`config.mk`:
```
export PLATFORM = sky130hd
export DESIGN_NAME = decode_stage
export DESIGN_NICKNAME = d
export VERILOG_FILES = /design/src/mips_pkg.sv /design/src/decode_stage.sv /design/src/load_align.sv /design/src/branchdec.sv /design/src/aludec.sv /design/src/maindec.sv
export SDC_FILE = /design/constraint.sdc
export NUM_CORES = 1
export LEC_CHECK = 0
export ABC_AREA = 1
export BUFFER_PORTS_ARGS = -buffer_cell sky130_fd_sc_hd__buf_2
export CAP_MARGIN = 20
export CELL_PAD_IN_SITES_DETAIL_PLACEMENT = 0
export CELL_PAD_IN_SITES_GLOBAL_PLACEMENT = 2
export CORE_UTILIZATION = 25
export CTS_CLUSTER_SIZE = 14
export DETAILED_ROUTE_END_ITERATION = 8
export PLACE_DENSITY_LB_ADDON = 0.25
export SYNTH_ARGS = -nofsm -noshare
export SYNTH_HDL_FRONTEND = slang
export SYNTH_HIERARCHICAL = 1
export SYNTH_SLANG_ARGS = --single-unit
```
`constraint.sdc`:
```
create_clock -name clk -period 5.1 [get_ports clk]
set_input_delay 0.765 -clock clk [delete_from_list [all_inputs] [get_ports clk]]
set_output_delay 0.765 -clock clk [all_outputs]
set_load 0.005 [all_outputs]
```
`src/mips_pkg.sv`:
```
`default_nettype none

package mips_pkg;

  // Primary opcodes, instr[31:26]
  localparam logic [5:0] OP_RTYPE  = 6'b000000;
  localparam logic [5:0] OP_REGIMM = 6'b000001; // rt field picks the branch
  localparam logic [5:0] OP_J      = 6'b000010;
  localparam logic [5:0] OP_JAL    = 6'b000011;
  localparam logic [5:0] OP_BEQ    = 6'b000100;
  localparam logic [5:0] OP_BNE    = 6'b000101;
  localparam logic [5:0] OP_BLEZ   = 6'b000110;
  localparam logic [5:0] OP_BGTZ   = 6'b000111;
  localparam logic [5:0] OP_ADDIU  = 6'b001001;
  localparam logic [5:0] OP_SLTI   = 6'b001010;
  localparam logic [5:0] OP_SLTIU  = 6'b001011;
  localparam logic [5:0] OP_ANDI   = 6'b001100;
  localparam logic [5:0] OP_ORI    = 6'b001101;
  localparam logic [5:0] OP_XORI   = 6'b001110;
  localparam logic [5:0] OP_LUI    = 6'b001111;
  localparam logic [5:0] OP_LB     = 6'b100000;
  localparam logic [5:0] OP_LH     = 6'b100001;
  localparam logic [5:0] OP_LWL    = 6'b100010;
  localparam logic [5:0] OP_LW     = 6'b100011;
  localparam logic [5:0] OP_LBU    = 6'b100100;
  localparam logic [5:0] OP_LHU    = 6'b100101;
  localparam logic [5:0] OP_LWR    = 6'b100110;
  localparam logic [5:0] OP_SB     = 6'b101000;
  localparam logic [5:0] OP_SH     = 6'b101001;
  localparam logic [5:0] OP_SW     = 6'b101011;

  // R-type function field, instr[5:0]
  localparam logic [5:0] FN_SLL  = 6'b000000;
  localparam logic [5:0] FN_SRL  = 6'b000010;
  localparam logic [5:0] FN_SRA  = 6'b000011;
  localparam logic [5:0] FN_JR   = 6'b001000;
  localparam logic [5:0] FN_JALR = 6'b001001;
  localparam logic [5:0] FN_MTHI = 6'b010001;
  localparam logic [5:0] FN_MTLO = 6'b010100; // Core specific encoding
  localparam logic [5:0] FN_ADDU = 6'b100001;
  localparam logic [5:0] FN_SUBU = 6'b100011;
  localparam logic [5:0] FN_AND  = 6'b100100;
  localparam logic [5:0] FN_OR   = 6'b100101;
  localparam logic [5:0] FN_XOR  = 6'b100110;
  localparam logic [5:0] FN_SLT  = 6'b101010;
  localparam logic [5:0] FN_SLTU = 6'b101011;

  // REGIMM selectors in rt, bit 4 means link
  localparam logic [4:0] RT_BLTZ   = 5'b00000;
  localparam logic [4:0] RT_BGEZ   = 5'b00001;
  localparam logic [4:0] RT_BLTZAL = 5'b10000;
  localparam logic [4:0] RT_BGEZAL = 5'b10001;

  // Load format codes
  localparam logic [2:0] LD_B    = 3'd0;
  localparam logic [2:0] LD_BU   = 3'd1;
  localparam logic [2:0] LD_H    = 3'd2;
  localparam logic [2:0] LD_HU   = 3'd3;
  localparam logic [2:0] LD_NONE = 3'd4; // Not a load
  localparam logic [2:0] LD_W    = 3'd5;
  localparam logic [2:0] LD_WL   = 3'd6;
  localparam logic [2:0] LD_WR   = 3'd7;

  // ALU op class from the main decoder
  localparam logic [1:0] AOP_ADD    = 2'b00; // Address calc
  localparam logic [1:0] AOP_PASS   = 2'b01; // Jumps, pass operand A
  localparam logic [1:0] AOP_DECODE = 2'b10; // Look at op and funct

  // ALU operations
  localparam logic [3:0] ALU_ADD   = 4'd0;
  localparam logic [3:0] ALU_SUB   = 4'd1;
  localparam logic [3:0] ALU_AND   = 4'd2;
  localparam logic [3:0] ALU_OR    = 4'd3;
  localparam logic [3:0] ALU_XOR   = 4'd4;
  localparam logic [3:0] ALU_SLT   = 4'd5;
  localparam logic [3:0] ALU_SLTU  = 4'd6;
  localparam logic [3:0] ALU_SLL   = 4'd7;
  localparam logic [3:0] ALU_SRL   = 4'd8;
  localparam logic [3:0] ALU_SRA   = 4'd9;
  localparam logic [3:0] ALU_LUI   = 4'd10;
  localparam logic [3:0] ALU_PASSA = 4'd11;
  localparam logic [3:0] ALU_MTHI  = 4'd12;
  localparam logic [3:0] ALU_MTLO  = 4'd13;

  // Branch conditions for the branch unit
  localparam logic [2:0] BR_NONE = 3'd0;
  localparam logic [2:0] BR_EQ   = 3'd1;
  localparam logic [2:0] BR_NE   = 3'd2;
  localparam logic [2:0] BR_LEZ  = 3'd3;
  localparam logic [2:0] BR_GTZ  = 3'd4;
  localparam logic [2:0] BR_LTZ  = 3'd5;
  localparam logic [2:0] BR_GEZ  = 3'd6;

  // One instruction word, three field layouts
  typedef union packed {
    struct packed {
      logic [5:0] op;
      logic [4:0] rs;
      logic [4:0] rt;
      logic [4:0] rd;
      logic [4:0] shamt;
      logic [5:0] funct;
    } r;
    struct packed {
      logic [5:0]  op;
      logic [4:0]  rs;
      logic [4:0]  rt;
      logic [15:0] imm;
    } i;
    struct packed {
      logic [5:0]  op;
      logic [25:0] target;
    } j;
  } instr_t;

endpackage

`default_nettype wire
```
`src/decode_stage.sv`:
```
`timescale 1ns/1ps
`default_nettype none

module decode_stage import mips_pkg::*; (
  input  logic        clk,
  input  logic        rst,
  input  logic        instr_valid,
  input  logic [31:0] instr,
  input  logic [31:0] mem_rdata,
  input  logic [1:0]  addr_low,
  input  logic [31:0] rt_value,
  output logic        ctrl_valid,
  output logic        regwrite,
  output logic        regdst2,
  output logic        regdst1,
  output logic        alusrc,
  output logic        branch,
  output logic        mem_write,
  output logic        memtoreg,
  output logic        jump1,
  output logic        jump,
  output logic        illegal,
  output logic        link,
  output logic [3:0]  alu_ctrl,
  output logic [2:0]  branch_cond,
  output logic [2:0]  load_code,
  output logic [31:0] load_data
);

  instr_t     iw;
  logic       regwrite_d, regdst2_d, regdst1_d, alusrc_d, branch_d;
  logic       mem_write_d, memtoreg_d, jump1_d, jump_d, illegal_d, link_d;
  logic [1:0] aluop_d;     // Class from main decoder to ALU decoder
  logic [3:0] alu_ctrl_d;
  logic [2:0] branch_cond_d;
  logic [2:0] load_code_d;

  assign iw = instr;

  maindec u_maindec (
    .op(iw.r.op), .funct(iw.r.funct), .rt(iw.i.rt),
    .regwrite(regwrite_d), .regdst2(regdst2_d), .regdst1(regdst1_d),
    .alusrc(alusrc_d), .branch(branch_d), .mem_write(mem_write_d),
    .memtoreg(memtoreg_d), .jump1(jump1_d), .jump(jump_d),
    .illegal(illegal_d), .aluop(aluop_d), .load_code(load_code_d)
  );

  aludec u_aludec (
    .aluop(aluop_d), .op(iw.r.op), .funct(iw.r.funct), .alu_ctrl(alu_ctrl_d)
  );

  branchdec u_branchdec (
    .op(iw.i.op), .rt(iw.i.rt), .branch_cond(branch_cond_d), .link(link_d)
  );

  always_ff @(posedge clk) begin
    if (rst) begin
      ctrl_valid  <= 1'b0;
      regwrite    <= 1'b0;
      regdst2     <= 1'b0;
      regdst1     <= 1'b0;
      alusrc      <= 1'b0;
      branch      <= 1'b0;
      mem_write   <= 1'b0;
      memtoreg    <= 1'b0;
      jump1       <= 1'b0;
      jump        <= 1'b0;
      illegal     <= 1'b0;
      link        <= 1'b0;
      alu_ctrl    <= ALU_ADD;
      branch_cond <= BR_NONE;
      load_code   <= LD_NONE;
    end else begin
      ctrl_valid <= instr_valid; // One cycle behind the strobe
      if (instr_valid) begin     // Hold last controls otherwise
        regwrite    <= regwrite_d;
        regdst2     <= regdst2_d;
        regdst1     <= regdst1_d;
        alusrc      <= alusrc_d;
        branch      <= branch_d;
        mem_write   <= mem_write_d;
        memtoreg    <= memtoreg_d;
        jump1       <= jump1_d;
        jump        <= jump_d;
        illegal     <= illegal_d;
        link        <= link_d;
        alu_ctrl    <= alu_ctrl_d;
        branch_cond <= branch_cond_d;
        load_code   <= load_code_d;
      end
    end
  end

  // Write-back formatting uses the registered load code
  load_align u_load_align (
    .load_code(load_code), .addr_low(addr_low), .mem_rdata(mem_rdata),
    .rt_value(rt_value), .load_data(load_data)
  );

endmodule

`default_nettype wire

```
`src/load_align.sv`:
```
`timescale 1ns/1ps
`default_nettype none

module load_align import mips_pkg::*; (
  input  logic [2:0]  load_code,
  input  logic [1:0]  addr_low,
  input  logic [31:0] mem_rdata,
  input  logic [31:0] rt_value,
  output logic [31:0] load_data
);

  logic [7:0]  byte_sel; // Addressed byte lane
  logic [15:0] half_sel; // Addressed halfword
  logic [31:0] lwl_data;
  logic [31:0] lwr_data;

  // Big-endian lanes, byte 0 sits in bits 31:24
  always_comb begin
    case (addr_low)
      2'd0:    byte_sel = mem_rdata[31:24];
      2'd1:    byte_sel = mem_rdata[23:16];
      2'd2:    byte_sel = mem_rdata[15:8];
      default: byte_sel = mem_rdata[7:0];
    endcase
  end

  assign half_sel = addr_low[1] ? mem_rdata[15:0] : mem_rdata[31:16]; // Offset 0 is upper half

  // LWL, bytes from offset to word end land in the high end of rt
  always_comb begin
    case (addr_low)
      2'd0:    lwl_data = mem_rdata;
      2'd1:    lwl_data = {mem_rdata[23:0], rt_value[7:0]};
      2'd2:    lwl_data = {mem_rdata[15:0], rt_value[15:0]};
      default: lwl_data = {mem_rdata[7:0], rt_value[23:0]};
    endcase
  end

  // LWR, bytes from word start to offset land in the low end of rt
  always_comb begin
    case (addr_low)
      2'd0:    lwr_data = {rt_value[31:8], mem_rdata[31:24]};
      2'd1:    lwr_data = {rt_value[31:16], mem_rdata[31:16]};
      2'd2:    lwr_data = {rt_value[31:24], mem_rdata[31:8]};
      default: lwr_data = mem_rdata;
    endcase
  end

  always_comb begin
    case (load_code)
      LD_B:    load_data = {{24{byte_sel[7]}}, byte_sel};  // Sign extend
      LD_BU:   load_data = {24'd0, byte_sel};
      LD_H:    load_data = {{16{half_sel[15]}}, half_sel}; // Sign extend
      LD_HU:   load_data = {16'd0, half_sel};
      LD_W:    load_data = mem_rdata;
      LD_WL:   load_data = lwl_data;
      LD_WR:   load_data = lwr_data;
      default: load_data = mem_rdata; // LD_NONE
    endcase
  end

endmodule

`default_nettype wire

```
`src/branchdec.sv`:
```
`timescale 1ns/1ps
`default_nettype none

module branchdec import mips_pkg::*; (
  input  logic [5:0] op,
  input  logic [4:0] rt,
  output logic [2:0] branch_cond,
  output logic       link
);

  always_comb begin
    branch_cond = BR_NONE;
    link        = 1'b0;
    case (op)
      OP_BEQ:  branch_cond = BR_EQ;
      OP_BNE:  branch_cond = BR_NE;
      OP_BLEZ: branch_cond = BR_LEZ;
      OP_BGTZ: branch_cond = BR_GTZ;
      OP_REGIMM: begin
        case (rt)
          RT_BLTZ:   branch_cond = BR_LTZ;
          RT_BGEZ:   branch_cond = BR_GEZ;
          RT_BLTZAL: begin
            branch_cond = BR_LTZ;
            link        = 1'b1; // Return address to $31
          end
          RT_BGEZAL: begin
            branch_cond = BR_GEZ;
            link        = 1'b1;
          end
          default:   branch_cond = BR_NONE; // Flagged illegal by maindec
        endcase
      end
      default: branch_cond = BR_NONE;
    endcase
  end

endmodule

`default_nettype wire

```
`src/aludec.sv`:
```
`timescale 1ns/1ps
`default_nettype none

module aludec import mips_pkg::*; (
  input  logic [1:0] aluop,
  input  logic [5:0] op,
  input  logic [5:0] funct,
  output logic [3:0] alu_ctrl
);

  always_comb begin
    alu_ctrl = ALU_ADD;
    case (aluop)
      AOP_ADD:  alu_ctrl = ALU_ADD;   // Load/store address
      AOP_PASS: alu_ctrl = ALU_PASSA; // Jump target through A
      AOP_DECODE: begin
        if (op == OP_RTYPE) begin
          case (funct)
            FN_ADDU: alu_ctrl = ALU_ADD;
            FN_SUBU: alu_ctrl = ALU_SUB;
            FN_AND:  alu_ctrl = ALU_AND;
            FN_OR:   alu_ctrl = ALU_OR;
            FN_XOR:  alu_ctrl = ALU_XOR;
            FN_SLT:  alu_ctrl = ALU_SLT;
            FN_SLTU: alu_ctrl = ALU_SLTU;
            FN_SLL:  alu_ctrl = ALU_SLL;
            FN_SRL:  alu_ctrl = ALU_SRL;
            FN_SRA:  alu_ctrl = ALU_SRA;
            FN_MTHI: alu_ctrl = ALU_MTHI; // ALU owns HI
            FN_MTLO: alu_ctrl = ALU_MTLO; // ALU owns LO
            default: alu_ctrl = ALU_ADD;
          endcase
        end else begin
          case (op)
            OP_ADDIU: alu_ctrl = ALU_ADD;
            OP_ANDI:  alu_ctrl = ALU_AND;
            OP_ORI:   alu_ctrl = ALU_OR;
            OP_XORI:  alu_ctrl = ALU_XOR;
            OP_SLTI:  alu_ctrl = ALU_SLT;
            OP_SLTIU: alu_ctrl = ALU_SLTU;
            OP_LUI:   alu_ctrl = ALU_LUI;
            OP_BEQ, OP_BNE, OP_BLEZ, OP_BGTZ, OP_REGIMM:
              alu_ctrl = ALU_SUB; // Branch compare
            default:  alu_ctrl = ALU_ADD;
          endcase
        end
      end
      default: alu_ctrl = ALU_ADD; // Unused class
    endcase
  end

endmodule

`default_nettype wire

```
`src/maindec.sv`:
```
`timescale 1ns/1ps
`default_nettype none

module maindec import mips_pkg::*; (
  input  logic [5:0] op,
  input  logic [5:0] funct,
  input  logic [4:0] rt,
  output logic       regwrite,
  output logic       regdst2,   // Dest is $31
  output logic       regdst1,   // Dest is rd
  output logic       alusrc,    // B operand is immediate
  output logic       branch,
  output logic       mem_write,
  output logic       memtoreg,
  output logic       jump1,     // Target from register
  output logic       jump,
  output logic       illegal,
  output logic [1:0] aluop,
  output logic [2:0] load_code
);

  always_comb begin
    regwrite  = 1'b0; // Everything inactive unless decoded
    regdst2   = 1'b0;
    regdst1   = 1'b0;
    alusrc    = 1'b0;
    branch    = 1'b0;
    mem_write = 1'b0;
    memtoreg  = 1'b0;
    jump1     = 1'b0;
    jump      = 1'b0;
    illegal   = 1'b0;
    aluop     = AOP_ADD;
    load_code = LD_NONE;
    case (op)
      OP_RTYPE: begin
        case (funct)
          FN_MTHI, FN_MTLO: aluop = AOP_DECODE; // HI/LO live in the ALU, no reg write
          FN_JR, FN_JALR: begin
            branch   = 1'b1;
            jump1    = 1'b1;
            jump     = 1'b1;
            aluop    = AOP_PASS;
            regwrite = (funct == FN_JALR); // JALR links into $31
            regdst2  = (funct == FN_JALR);
          end
          FN_ADDU, FN_SUBU, FN_AND, FN_OR, FN_XOR,
          FN_SLT, FN_SLTU, FN_SLL, FN_SRL, FN_SRA: begin
            regwrite = 1'b1;
            regdst1  = 1'b1;
            aluop    = AOP_DECODE;
          end
          default: illegal = 1'b1; // Unlisted function
        endcase
      end
      OP_LB, OP_LBU, OP_LH, OP_LHU, OP_LW, OP_LWL, OP_LWR: begin
        regwrite = 1'b1;
        alusrc   = 1'b1;
        memtoreg = 1'b1;
        aluop    = AOP_ADD;
        case (op)
          OP_LB:   load_code = LD_B;
          OP_LBU:  load_code = LD_BU;
          OP_LH:   load_code = LD_H;
          OP_LHU:  load_code = LD_HU;
          OP_LWL:  load_code = LD_WL;
          OP_LWR:  load_code = LD_WR;
          default: load_code = LD_W;
        endcase
      end
      OP_SB, OP_SH, OP_SW: begin
        alusrc    = 1'b1;
        mem_write = 1'b1;
        aluop     = AOP_ADD;
      end
      OP_BEQ, OP_BNE, OP_BLEZ, OP_BGTZ: begin
        branch = 1'b1;
        aluop  = AOP_DECODE; // Compare via subtract
      end
      OP_REGIMM: begin
        if (rt == RT_BLTZ || rt == RT_BGEZ || rt == RT_BLTZAL || rt == RT_BGEZAL) begin
          branch   = 1'b1;
          aluop    = AOP_DECODE;
          regwrite = rt[4]; // AL forms write $31
          regdst2  = rt[4];
        end else begin
          illegal = 1'b1; // Unknown rt selector
        end
      end
      OP_ADDIU, OP_SLTI, OP_SLTIU, OP_ANDI, OP_ORI, OP_XORI, OP_LUI: begin
        regwrite = 1'b1;
        alusrc   = 1'b1;
        aluop    = AOP_DECODE;
      end
      OP_J, OP_JAL: begin
        branch   = 1'b1;
        jump     = 1'b1;
        aluop    = AOP_PASS;
        regwrite = (op == OP_JAL);
        regdst2  = (op == OP_JAL);
      end
      default: illegal = 1'b1; // Undefined opcode
    endcase
  end

endmodule

`default_nettype wire

```
== After elaboration in Yosys (flattened, before gate mapping) ==
Memories as Yosys holds them, arrays and structs flattened.
Cells that the tools add are included.
Widths: inputs -> output; s select.
Word-level totals
  memories: 1
  ROM bits: 64
  flip-flop bits (word level): 22
  input bits: 101
Memory list
  (name not given): words 16, width 4, rd ports 1, clocked after memory_dff 0, wr ports 0, RTL line aludec.sv:34  | case (op)
Operators by class
  mux-type cells: 36
  equality and inequality tests: 49
  reductions and logical operators: 24
Operators with widths (count)
  $pmux 32 s3: 2
  $pmux 32 s6: 1
  $eq 6x6->1 const B: 17
  $eq 6x4->1 const B: 9
  $pmux 4 s11: 1
  $reduce_or 14->1: 2
  $eq 6x2->1 const B: 4
  $eq 6x3->1 const B: 4
  $pmux 8 s3: 1
  $reduce_or 23->1: 1
  $pmux 3 s6: 1
  $reduce_or 17->1: 1
  $mux 16: 1
  $pmux 3 s5: 1
  $mux 1: 14
  $eq 6x5->1 const B: 2
  $logic_not 6->1: 2
  $reduce_or 12->1: 1
  $reduce_or 11->1: 1
  $eq 5x5->1 const B: 2
  $reduce_or 10->1: 1
  $reduce_or 2->1: 5
  $pmux 1 s3: 3
  $mux 4: 2
  22 further kinds: 30

== Depth between registers and ports, before layout ==
Gate-level depths: netlist of run 1.
  depth after elaboration: 8
  mapped depth: 17
  gate-level depth less buffers: 17

== Cells and area by module ==
The synthesis of run 1 kept the hierarchy.
Modules (own cells, without submodules)
  load_align: seq. area each 0.0 µm², cells each 582, times used 1, area an instance 2556.2 µm²
  decode_stage: seq. area each 440.4 µm², cells each 135, times used 1, area an instance 923.4 µm²
  maindec: seq. area each 0.0 µm², cells each 106, times used 1, area an instance 479.2 µm²
  aludec: seq. area each 0.0 µm², cells each 79, times used 1, area an instance 409.1 µm²
  branchdec: seq. area each 0.0 µm², cells each 37, times used 1, area an instance 193.9 µm²

== Least setup slack after synthesis of run 1 ==
No wires, ideal clock.
  path type: input-to-output
  start point: input addr_low[1]
  end point: output load_data[17]
  path slack: 2.762 ns
  path buffers: 1
  arrival time: 1.573 ns
  required time: 4.335 ns
  cell stages on the path: 8
  cells stage by stage: nor2_2 -> nand2_1 -> nand3_2 -> nand3_2 -> buf_4 -> nand3_1 -> nand2_1 -> inv_1
On the way
  word-level cells in the longest chain between the ends: 3
RTL lines
  from (decl): RTL line decode_stage.sv:10  | input logic [1:0] addr_low,
  $eq 2x2->1 (tied with other cells): RTL line load_align.sv:19, load_align.sv:31, load_align.sv:41
  $pmux 32 s3 (tied with other cells): RTL line load_align.sv:41  | case (addr_low)
  $pmux 32 s6 *: RTL line load_align.sv:50  | case (load_code)
  to (decl): RTL line decode_stage.sv:27  | output logic [31:0] load_data
Mark *: on every way between the ends. The rest lies on a longest branch, timed or not.

== Final worst setup path of run 1 ==
  start point: input addr_low[1]
  end point: output load_data[21]
The elaborated chain is that of the path after synthesis.

==> results of run 1 <==
-- cells in the mapped netlist, types with 4 or more instances --
| cell type | count |
|---|---|
| nand3_2 | 6 |
| buf_4 | 12 |
| clkbuf_1 | 9 |
| nor2_2 | 9 |
| nand3_1 | 149 |
| o21ai_0 | 26 |
| nand2_2 | 5 |
| o211ai_1 | 10 |
| nor2_4 | 10 |
| o21ai_1 | 4 |
| inv_2 | 11 |
| a21oi_1 | 23 |
| nand4_1 | 21 |
| inv_1 | 144 |
| nand2_1 | 319 |
| nor2_1 | 125 |
| buf_2 | 16 |
| dfxtp_1 | 22 |
-- layer usage --
metal | vias to the layer above | wire length, microns | track usage [%] | part of all wire (%)
li1 | 3140 | - | - | -
met1 | 2634 | 7800 | 22.9 | 41
met2 | 160 | 9560 | 37.7 | 51
met3 | 30 | 990 | 2.04 | 5.2
met4 | 2 | 520 | 6.96 | 2.8
met5 | - | 13 | 0 | 0.069
-- metrics by stage --
step / hold slack [ns] / utilization (%)
3_5_place_dp: 0.461 / 29.7
4_1_cts: 0.470 / 30.3
2_1_floorplan: 0.466 / -
5_1_grt: 0.487 / 30.3
3_3_place_gp: 0.458 / 29.7
6_report: 0.467 / 30.4
-- placed cells by master, fill, tap and decap left out --
cell / count
buf_2: 139
diode_2: 2
inv_2: 11
o211ai_1: 10
nand2_2: 5
nor2_2: 9
a21oi_1: 23
dfxtp_1: 22
nor2_1: 125
nand2_1: 319
nor3_1: 2
buf_4: 9
o21ai_1: 4
nand3_2: 6
inv_1: 144
a21oi_2: 1
bufinv_16: 1
clkbuf_16: 3
nand2_4: 1
nand4_1: 21
o22ai_2: 1
o21ai_2: 2
ha_1: 2
nand3_1: 149
nor2_4: 10
o21ai_0: 26
nor3_2: 1
nor3b_2: 1
-- tightest hold or removal path: cells and delay by family, from the launching register on --
family           cells  cell delay [ns]
flip-flops           1             0.30
AND/OR/NAND/NOR      2             0.13
-- power by group through the flow --
stage	Combinational (W)	Sequential, W	Clock, W
detailed placement	0.000390	0.000192	0
finish	0.000387	0.000188	0.000227
global placement	0.000392	0.000192	0
global route	0.000440	0.000189	0.000241
floorplan	0.000232	0.000192	0
CTS	0.000392	0.000188	0.000238
-- logic make-up after synthesis --
logic type               after synthesis  synth area share, %
AO/OA/AOI/OAI                         67                 8.31
flip-flops                            22                 9.65
buffers and inverters                199                 19.1
AND/OR/NAND/NOR                      649                 62.4
adder cells (fa/ha/maj)                2                0.548
-- worst paths after layout --
kind | from | endpoint | slack [ns] | cells past startpoint
worst max-delay path | addr_low[1] | load_data[21] | 1.59 | 10
worst min-delay path | alu_ctrl[2] | alu_ctrl[2] | 0.47 | 2
worst max register to register | load_code[2] | load_code[2] | 4.34 | 2
worst min register to register | alu_ctrl[2] | alu_ctrl[2] | 0.47 | 2
-- area by class of cell --
class                           instances  area, sq um  share of cell area (%)
Timing Repair Buffer                  148          763                    14.0
Sequential cell                        22          440                    8.10
Inverter                              155          582                    10.7
Tap cell                              229          287                    5.27
Clock inverter                          1         30.0                   0.553
Multi-Input combinational cell        718         3250                    59.8
Antenna cell                            2         5.00                  0.0921
Clock buffer                            3         75.1                    1.38
==> impl_metrics.tcl, run 1 <==
set metrics [dict create \
    cts_root_buffer "clkbuf_16" \
    first_global_vias 5569 \
    placed_cell_area_sq_um 5320 \
    initial_core_util_pct 25.5 \
    cp_num_buf_inv 5 \
    drc 0 \
    postCtsSetupRepairBufs 0 \
    die_x_microns 137 \
    cts_tree "built" \
    grt_pass1_wl_mm 28.9 \
    synthDistinctLibCells 30 \
    synth_flop_cell "dfxtp_1" \
    max_freq_mhz 285 \
    nets 1151 \
    instances_no_fill 1278 \
    firstDrtPassIters 4 \
    ctsResizeCount 0 \
    clock_latency_ns 0.26 \
    cp_top_family "simple AND/OR/NAND/NOR gates" \
    largest_reg_flops 4 \
    antenna_found_initial 2 \
    placementRows 49 \
    cts_num_sinks 22 \
    dp_hpwl_mm 14.5 \
    cp.arrival_ns 2.74 \
    setup_violations 0 \
    path_max_fanout 23 \
    grt_use_total_pct 19.9 \
    yosys_warnings 6 \
    finClkSkew_ns 0 \
    syn_inst 939 \
    dieArea_sq_um 18800 \
    fin_crit_sh_pct 68.8 \
    final-hold-violation-count 0 \
    clockPowerShare_pct 28.3 \
    required_ns 4.34 \
    globalRoute.totalOverflow 0 \
    io_buffer_count 139 \
    fin_ws_ns 1.59 \
    p_leak_nw 3.06 \
    ys_ff_latch 22 \
    pre_cts_ws_ns 1.55 \
    final_cell_area_sq_um 5430 \
    ys_seq_area_share_pct 9.65 \
    clkTransAtPathRegs_ns 0.06 \
    crit_type "in2out" \
    syn-cell-area_sq_um 4560 \
    cts_hold_buf 0 \
    final_layout_size_suffix_gt1_share_pct 19.1 \
    synth_top_area_share_pct 26.2 \
    ir_drop_mv 0.131 \
    gp_congestion 0.901 \
    reg_top3 "alu_ctrl x4, branch_cond x3, load_code x3" \
    chipHeight_microns 137 \
    p_seq_share_pct 23.4 \
    pin_count 155 \
    status "completed" \
    setup.worst_path.start_class "input port" \
    place_inst 1272 \
    power_frac_comb_pct 48.3 \
    crit_chain "buf_2 -> inv_1 -> buf_4 -> nand3_1 -> nand3_2 -> nand3_2 -> nand3_1 -> nand2_1 -> inv_1 -> buf_2" \
    numCtsBuffers 3 \
    via_count 5966 \
    syn_nets 1042 \
    largest_register "alu_ctrl" \
    grt_max_degree 51 \
    hold_class "reg2reg" \
    synth_area_leaders "nand2_1, nand3_1, inv_1" \
    clk_path_buf_depth 2 \
    drv_slew 0 \
    synth_top_area_cell "nand2_1" \
    syn2layout_area_growth_pct 19.1 \
    crit_path_max_incr_delay_ns 0.53 \
    min_period_ns 3.51 \
    drtIter0Drc 285 \
    rsz0062_at_grt "no" \
    maxCapViolations 0 \
    power.density_nw_per_um2 148 \
    core-area_sq_um 17900 \
    fillers 2237 \
    ant_nets 0 \
    ys_async_sr_fraction_pct 0 \
    routed_wl_mm 18.9 \
    synth.avg_cell_area_sq_um 4.86 \
    synth_edf_count 0 \
    worst_pin_slew_ns 0.878 \
    htree_levels 1 \
    slew_headroom_pct 41.4 \
    via_per_inst 4.67 \
    tns_ns 0 \
    switching_power_w 0.000330 \
    cp-end-kind "output port" \
    cp_slowest_cell "nand3_2" \
    wl_per_cell_microns 14.8 \
    p_int_w 0.000472 \
    total_power_w 0.000802 \
    switching_share_pct 41.1 \
]
Note: power is estimated with default switching activity, not from simulation.
==> inputs of run 2 (changes only) <==
--- a/config.mk
+++ b/config.mk
@@ -10,7 +10,7 @@
 export CAP_MARGIN = 20
 export CELL_PAD_IN_SITES_DETAIL_PLACEMENT = 0
 export CELL_PAD_IN_SITES_GLOBAL_PLACEMENT = 2
-export CORE_UTILIZATION = 25
+export CORE_UTILIZATION = 21
 export CTS_CLUSTER_SIZE = 14
 export DETAILED_ROUTE_END_ITERATION = 8
 export PLACE_DENSITY_LB_ADDON = 0.25
==> constraint.sdc (replaced) <==
create_clock -name clk -period 3 [get_ports clk]
set_input_delay 0.45 -clock clk [delete_from_list [all_inputs] [get_ports clk]]
set_output_delay 0.45 -clock clk [all_outputs]
set_load 0.005 [all_outputs]
==> impl_metrics.tcl, run 2 (synthesized netlist as in run 1, its figures left out) <==
set metrics [dict create \
    status "completed" \
    cp_top_family "simple AND/OR/NAND/NOR gates" \
    largest_reg_flops 4 \
    io_buffer_count 139 \
    use_met1_pct 22.5 \
    r2r_cells 2 \
    postCtsSetupRepairBufs 0 \
    ctsResizeCount 0 \
    placed_cell_area_sq_um 5510 \
    firstDrtPassIters 5 \
    cp_num_buf_inv 3 \
    whs_path_depth 2 \
    via_count 6134 \
    cts_hold_buf 0 \
    core-area_sq_um 21200 \
    syn2layout_area_growth_pct 23.1 \
    routed_wl_mm 21.0 \
    grt_pass1_wl_mm 32.4 \
    fin_util_pct 26.5 \
    chipHeight_microns 149 \
    finClkSkew_ns 0 \
    reg_top3 "alu_ctrl x4, branch_cond x3, load_code x3" \
    hp-start "rst" \
    pre_cts_ws_ns 0.414 \
    p_int_w 0.000817 \
    clkTransAtPathRegs_ns 0.06 \
    fin_crit_sh_pct 86.9 \
    power_frac_comb_pct 49.7 \
    layout_common_cells "nand2_1, nand3_1, inv_1" \
    dp_hpwl_mm 15.7 \
    largest_register "alu_ctrl" \
    p_seq_share_pct 22.9 \
    switching_share_pct 41.5 \
    numCtsBuffers 3 \
    top_usage_layer "met2" \
    required_ns 2.55 \
    cp.arrival_ns 2.16 \
    min_period_ns 2.61 \
    layout_commonest_cell "nand2_1" \
    nets 1166 \
    clock_latency_ns 0.26 \
    final_layout_size_suffix_gt1_share_pct 20.2 \
    cts_tree "built" \
    path_max_fanout 20 \
    fin_ws_ns 0.393 \
    drtIter0Drc 289 \
    maxCapViolations 0 \
    gp_congestion 0.821 \
    placementRows 53 \
    wl_per_cell_microns 15.7 \
    antenna_found_initial 1 \
    worst_pin_slew_ns 0.715 \
    final_cell_area_sq_um 5610 \
    ir_drop_mv 0.238 \
    switching_power_w 0.000580 \
    power.density_nw_per_um2 249 \
    clk_path_buf_depth 2 \
    dieArea_sq_um 22300 \
    setup.worst_path.start_class "flop" \
    rsz0062_at_grt "no" \
    tns_ns 0 \
    die_x_microns 149 \
    cts_num_sinks 22 \
    slew_headroom_pct 52.3 \
    pin_count 155 \
    drc 0 \
    hold_class "in2reg" \
    reg2reg_from "load_code[2]" \
    cts_root_buffer "clkbuf_16" \
    fillers 2550 \
    crit_chain "inv_1 -> nand2_1 -> nor2_1 -> nand3_2 -> buf_4 -> nand4_1 -> buf_2" \
    globalRoute.totalOverflow 0 \
    crit_path_max_incr_delay_ns 0.56 \
    final-hold-violation-count 0 \
    setup_violations 0 \
    r2r_slack_ns 2.26 \
    htree_levels 1 \
    rr_endpoint "load_code[2]" \
    cp-end-kind "output port" \
    grtUsageMet3_pct 1.80 \
    first_global_vias 5902 \
    max_freq_mhz 384 \
    crit_type "reg2out" \
    cp_slowest_cell "nand3_2" \
    holdWs_ns 0.359 \
    grt_max_degree 43 \
    multi_input_area_sq_um 3250 \
    initial_core_util_pct 21.6 \
    via_per_inst 4.58 \
    clockPowerShare_pct 27.4 \
    met2_usage_pct 34.3 \
    regArea_sq_um 440 \
    grt_use_total_pct 18.4 \
    p_leak_nw 3.13 \
    min_to "ctrl_valid" \
    drv_slew 0 \
    ant_nets 0 \
]
run 2: worst max path at each step:
stage                     cells past startpoint         start  slack [ns]       endpoint
final                                         7  load_code[1]        0.39  load_data[11]
after global routing                          7  load_code[0]        0.29  load_data[14]
after CTS                                     7  load_code[1]        0.39  load_data[11]
after detailed placement                     10   addr_low[1]        0.41   load_data[5]
after global placement                       10   addr_low[1]        0.41   load_data[5]
after floorplan                              14     instr[27]        1.16    alu_ctrl[0]
run 2: layout make-up:
| cell class | instances | share of cell area [%] |
|---|---|---|
| diodes | 1 | 0.0446 |
| flip-flops and latches | 22 | 7.84 |
| well taps | 275 | 6.13 |
| clock buffers | 3 | 1.34 |
| inverters | 155 | 10.4 |
| repair buffers | 163 | 15.8 |
| clock inverters | 1 | 0.535 |
| multi-input cells | 718 | 57.9 |
run 2: through the flow:
| step | std cells | power (W) |
|---|---|---|
| 2_1_floorplan | 939 | 0.000720 |
| 3_3_place_gp | 1333 | 0.00103 |
| 3_5_place_dp | 1333 | 0.00103 |
| 4_1_cts | 1337 | 0.00142 |
| 5_1_grt | 1337 | 0.00150 |
| 6_report | 1338 | 0.00140 |
run 2: per-layer routing:
| layer | vias up | routed length, microns |
|---|---|---|
| met1 | 2775 | 9270 |
| met4 | 2 | 363 |
| li1 | 3164 | - |
| met3 | 25 | 1020 |
| met2 | 168 | 10300 |
| met5 | - | 17 |
run 2: power by group through the flow:
| stage | sequential, W | clock [W] | combinational (W) |
|---|---|---|---|
| finish | 0.000320 | 0.000383 | 0.000695 |
| global route | 0.000322 | 0.000405 | 0.000777 |
| CTS | 0.000320 | 0.000394 | 0.000701 |
| detailed placement | 0.000327 | 0 | 0.000699 |
| global placement | 0.000326 | 0 | 0.000704 |
| floorplan | 0.000326 | 0 | 0.000394 |
run 2: worst register-to-register path, cell delays in order (launching register included):
cell,delay (ns)
dfxtp_1,0.51
nand2_1,0.09
nand3_1,0.06
==> inputs of run 3 (changes only) <==
--- a/config.mk
+++ b/config.mk
@@ -10,7 +10,7 @@
 export CAP_MARGIN = 20
 export CELL_PAD_IN_SITES_DETAIL_PLACEMENT = 0
 export CELL_PAD_IN_SITES_GLOBAL_PLACEMENT = 2
-export CORE_UTILIZATION = 21
+export CORE_UTILIZATION = 25
 export CTS_CLUSTER_SIZE = 14
 export DETAILED_ROUTE_END_ITERATION = 8
 export PLACE_DENSITY_LB_ADDON = 0.25
==> constraint.sdc (replaced) <==
create_clock -name clk -period 3.3 [get_ports clk]
set_input_delay 0.495 -clock clk [delete_from_list [all_inputs] [get_ports clk]]
set_output_delay 0.495 -clock clk [all_outputs]
set_load 0.005 [all_outputs]
==> impl_metrics.tcl, run 3 (synthesized netlist as in run 1, its figures left out) <==
set metrics [dict create \
    cp_slowest_cell "nand3_2" \
    drc 0 \
    setup_violations 0 \
    cp.arrival_ns 2.39 \
    final-hold-violation-count 0 \
    chipHeight_microns 137 \
    dieArea_sq_um 18800 \
    via_per_inst 4.72 \
    power.density_nw_per_um2 226 \
    io_buffer_count 139 \
    gp_congestion 0.936 \
    initial_core_util_pct 25.5 \
    cts_tree "built" \
    cp-end-kind "output port" \
    drv_slew 0 \
    crit_path_max_incr_delay_ns 0.51 \
    grt_max_degree 43 \
    p_leak_nw 3.10 \
    placementRows 49 \
    crit_chain "buf_2 -> nor2_2 -> nand2_1 -> nand3_2 -> nand3_2 -> nand3_1 -> nand2_1 -> inv_1 -> buf_2" \
    ir_drop_mv 0.287 \
    layout_commonest_cell "nand2_1" \
    setup.worst_path.start_class "input port" \
    wl_per_cell_microns 14.5 \
    maxCapViolations 0 \
    final_layout_size_suffix_gt1_share_pct 19.7 \
    firstDrtPassIters 5 \
    syn2layout_area_growth_pct 20.4 \
    pre_cts_ws_ns 0.368 \
    cts_num_sinks 22 \
    antenna_found_initial 2 \
    clkTransAtPathRegs_ns 0.06 \
    htree_levels 1 \
    final_cell_area_sq_um 5490 \
    hold_class "in2reg" \
    core-area_sq_um 17900 \
    grt_pass1_wl_mm 28.3 \
    ant_nets 0 \
    max_freq_mhz 347 \
    fin_ws_ns 0.415 \
    crit_type "in2out" \
    status "completed" \
    total_power_w 0.00124 \
    min_period_ns 2.89 \
    fin_crit_sh_pct 87.4 \
    finClkSkew_ns 0 \
    postCtsSetupRepairBufs 0 \
    reg_top3 "alu_ctrl x4, branch_cond x3, load_code x3" \
    placed_cell_area_sq_um 5380 \
    pin_count 155 \
    cts_root_buffer "clkbuf_16" \
    routed_wl_mm 18.6 \
    clk_path_buf_depth 2 \
    numCtsBuffers 3 \
    first_global_vias 5512 \
    largest_reg_flops 4 \
    rsz0062_at_grt "no" \
    ctsResizeCount 0 \
    die_x_microns 137 \
    slew_headroom_pct 51.6 \
    layout_common_cells "nand2_1, nand3_1, inv_1" \
    required_ns 2.80 \
    worst_pin_slew_ns 0.727 \
    nets 1159 \
    largest_register "alu_ctrl" \
    path_max_fanout 23 \
    globalRoute.totalOverflow 0 \
    tns_ns 0 \
    clock_latency_ns 0.26 \
    via_count 6066 \
    cts_hold_buf 0 \
    grt_use_total_pct 19.3 \
    drtIter0Drc 306 \
    dp_hpwl_mm 14.7 \
]
-- run 3: changes by cell type in the layout (fill, tap and decap cells not counted) --
| cell | before | now |
|---|---|---|
| buf_12 | 1 | 0 |
| buf_4 | 23 | 17 |
-- run 3: routing by layer --
layer	GRT usage (%)	vias to the layer above	routed length, microns
met5	0	-	13
met3	1.78	30	1140
met2	36.8	190	9420
met1	22.3	2698	7440
met4	6.59	2	597
li1	-	3146	-
-- run 3: area by class of cell --
type	instances	area [sq um]
fill	2177	12400
multi-input combinational	718	3250
timing repair buffer	156	823
inverter	155	582
sequential	22	440
tap	229	287
clock buffer	3	75.1
clock inverter	1	30.0
antenna	1	2.50
-- run 3: through the flow --
step,cells,utilization [%],hold slack [ns]
2_1_floorplan,939,-,0.466
3_3_place_gp,1280,30.1,0.457
3_5_place_dp,1280,30.1,0.459
4_1_cts,1284,30.7,0.394
5_1_grt,1284,30.7,0.399
6_report,1285,30.7,0.398
-- run 3: path summary, 6_finish.rpt --
path / from / endpoint / slack, ns / cells after the start
worst min register to register: branch_cond[0] / branch_cond[0] / 0.47 / 2
worst min-delay path: rst / ctrl_valid / 0.40 / 2
worst max-delay path: addr_low[0] / load_data[21] / 0.41 / 9
worst max register to register: load_code[2] / load_code[2] / 2.55 / 2
-- run 3: worst max-delay path, delay by kind of cell --
family / cells / cell delay [ns]
buf+inv: 3 / 0.37
simple gates: 6 / 1.51
-- run 3: power by group --
group          internal [W]  switching, W  total, W  leakage [nW]
combinational      0.000214      0.000388  0.000603          2.86
sequential         0.000280    0.00000982  0.000290         0.182
clock              0.000241      0.000105  0.000346        0.0511
total              0.000736      0.000503   0.00124          3.10
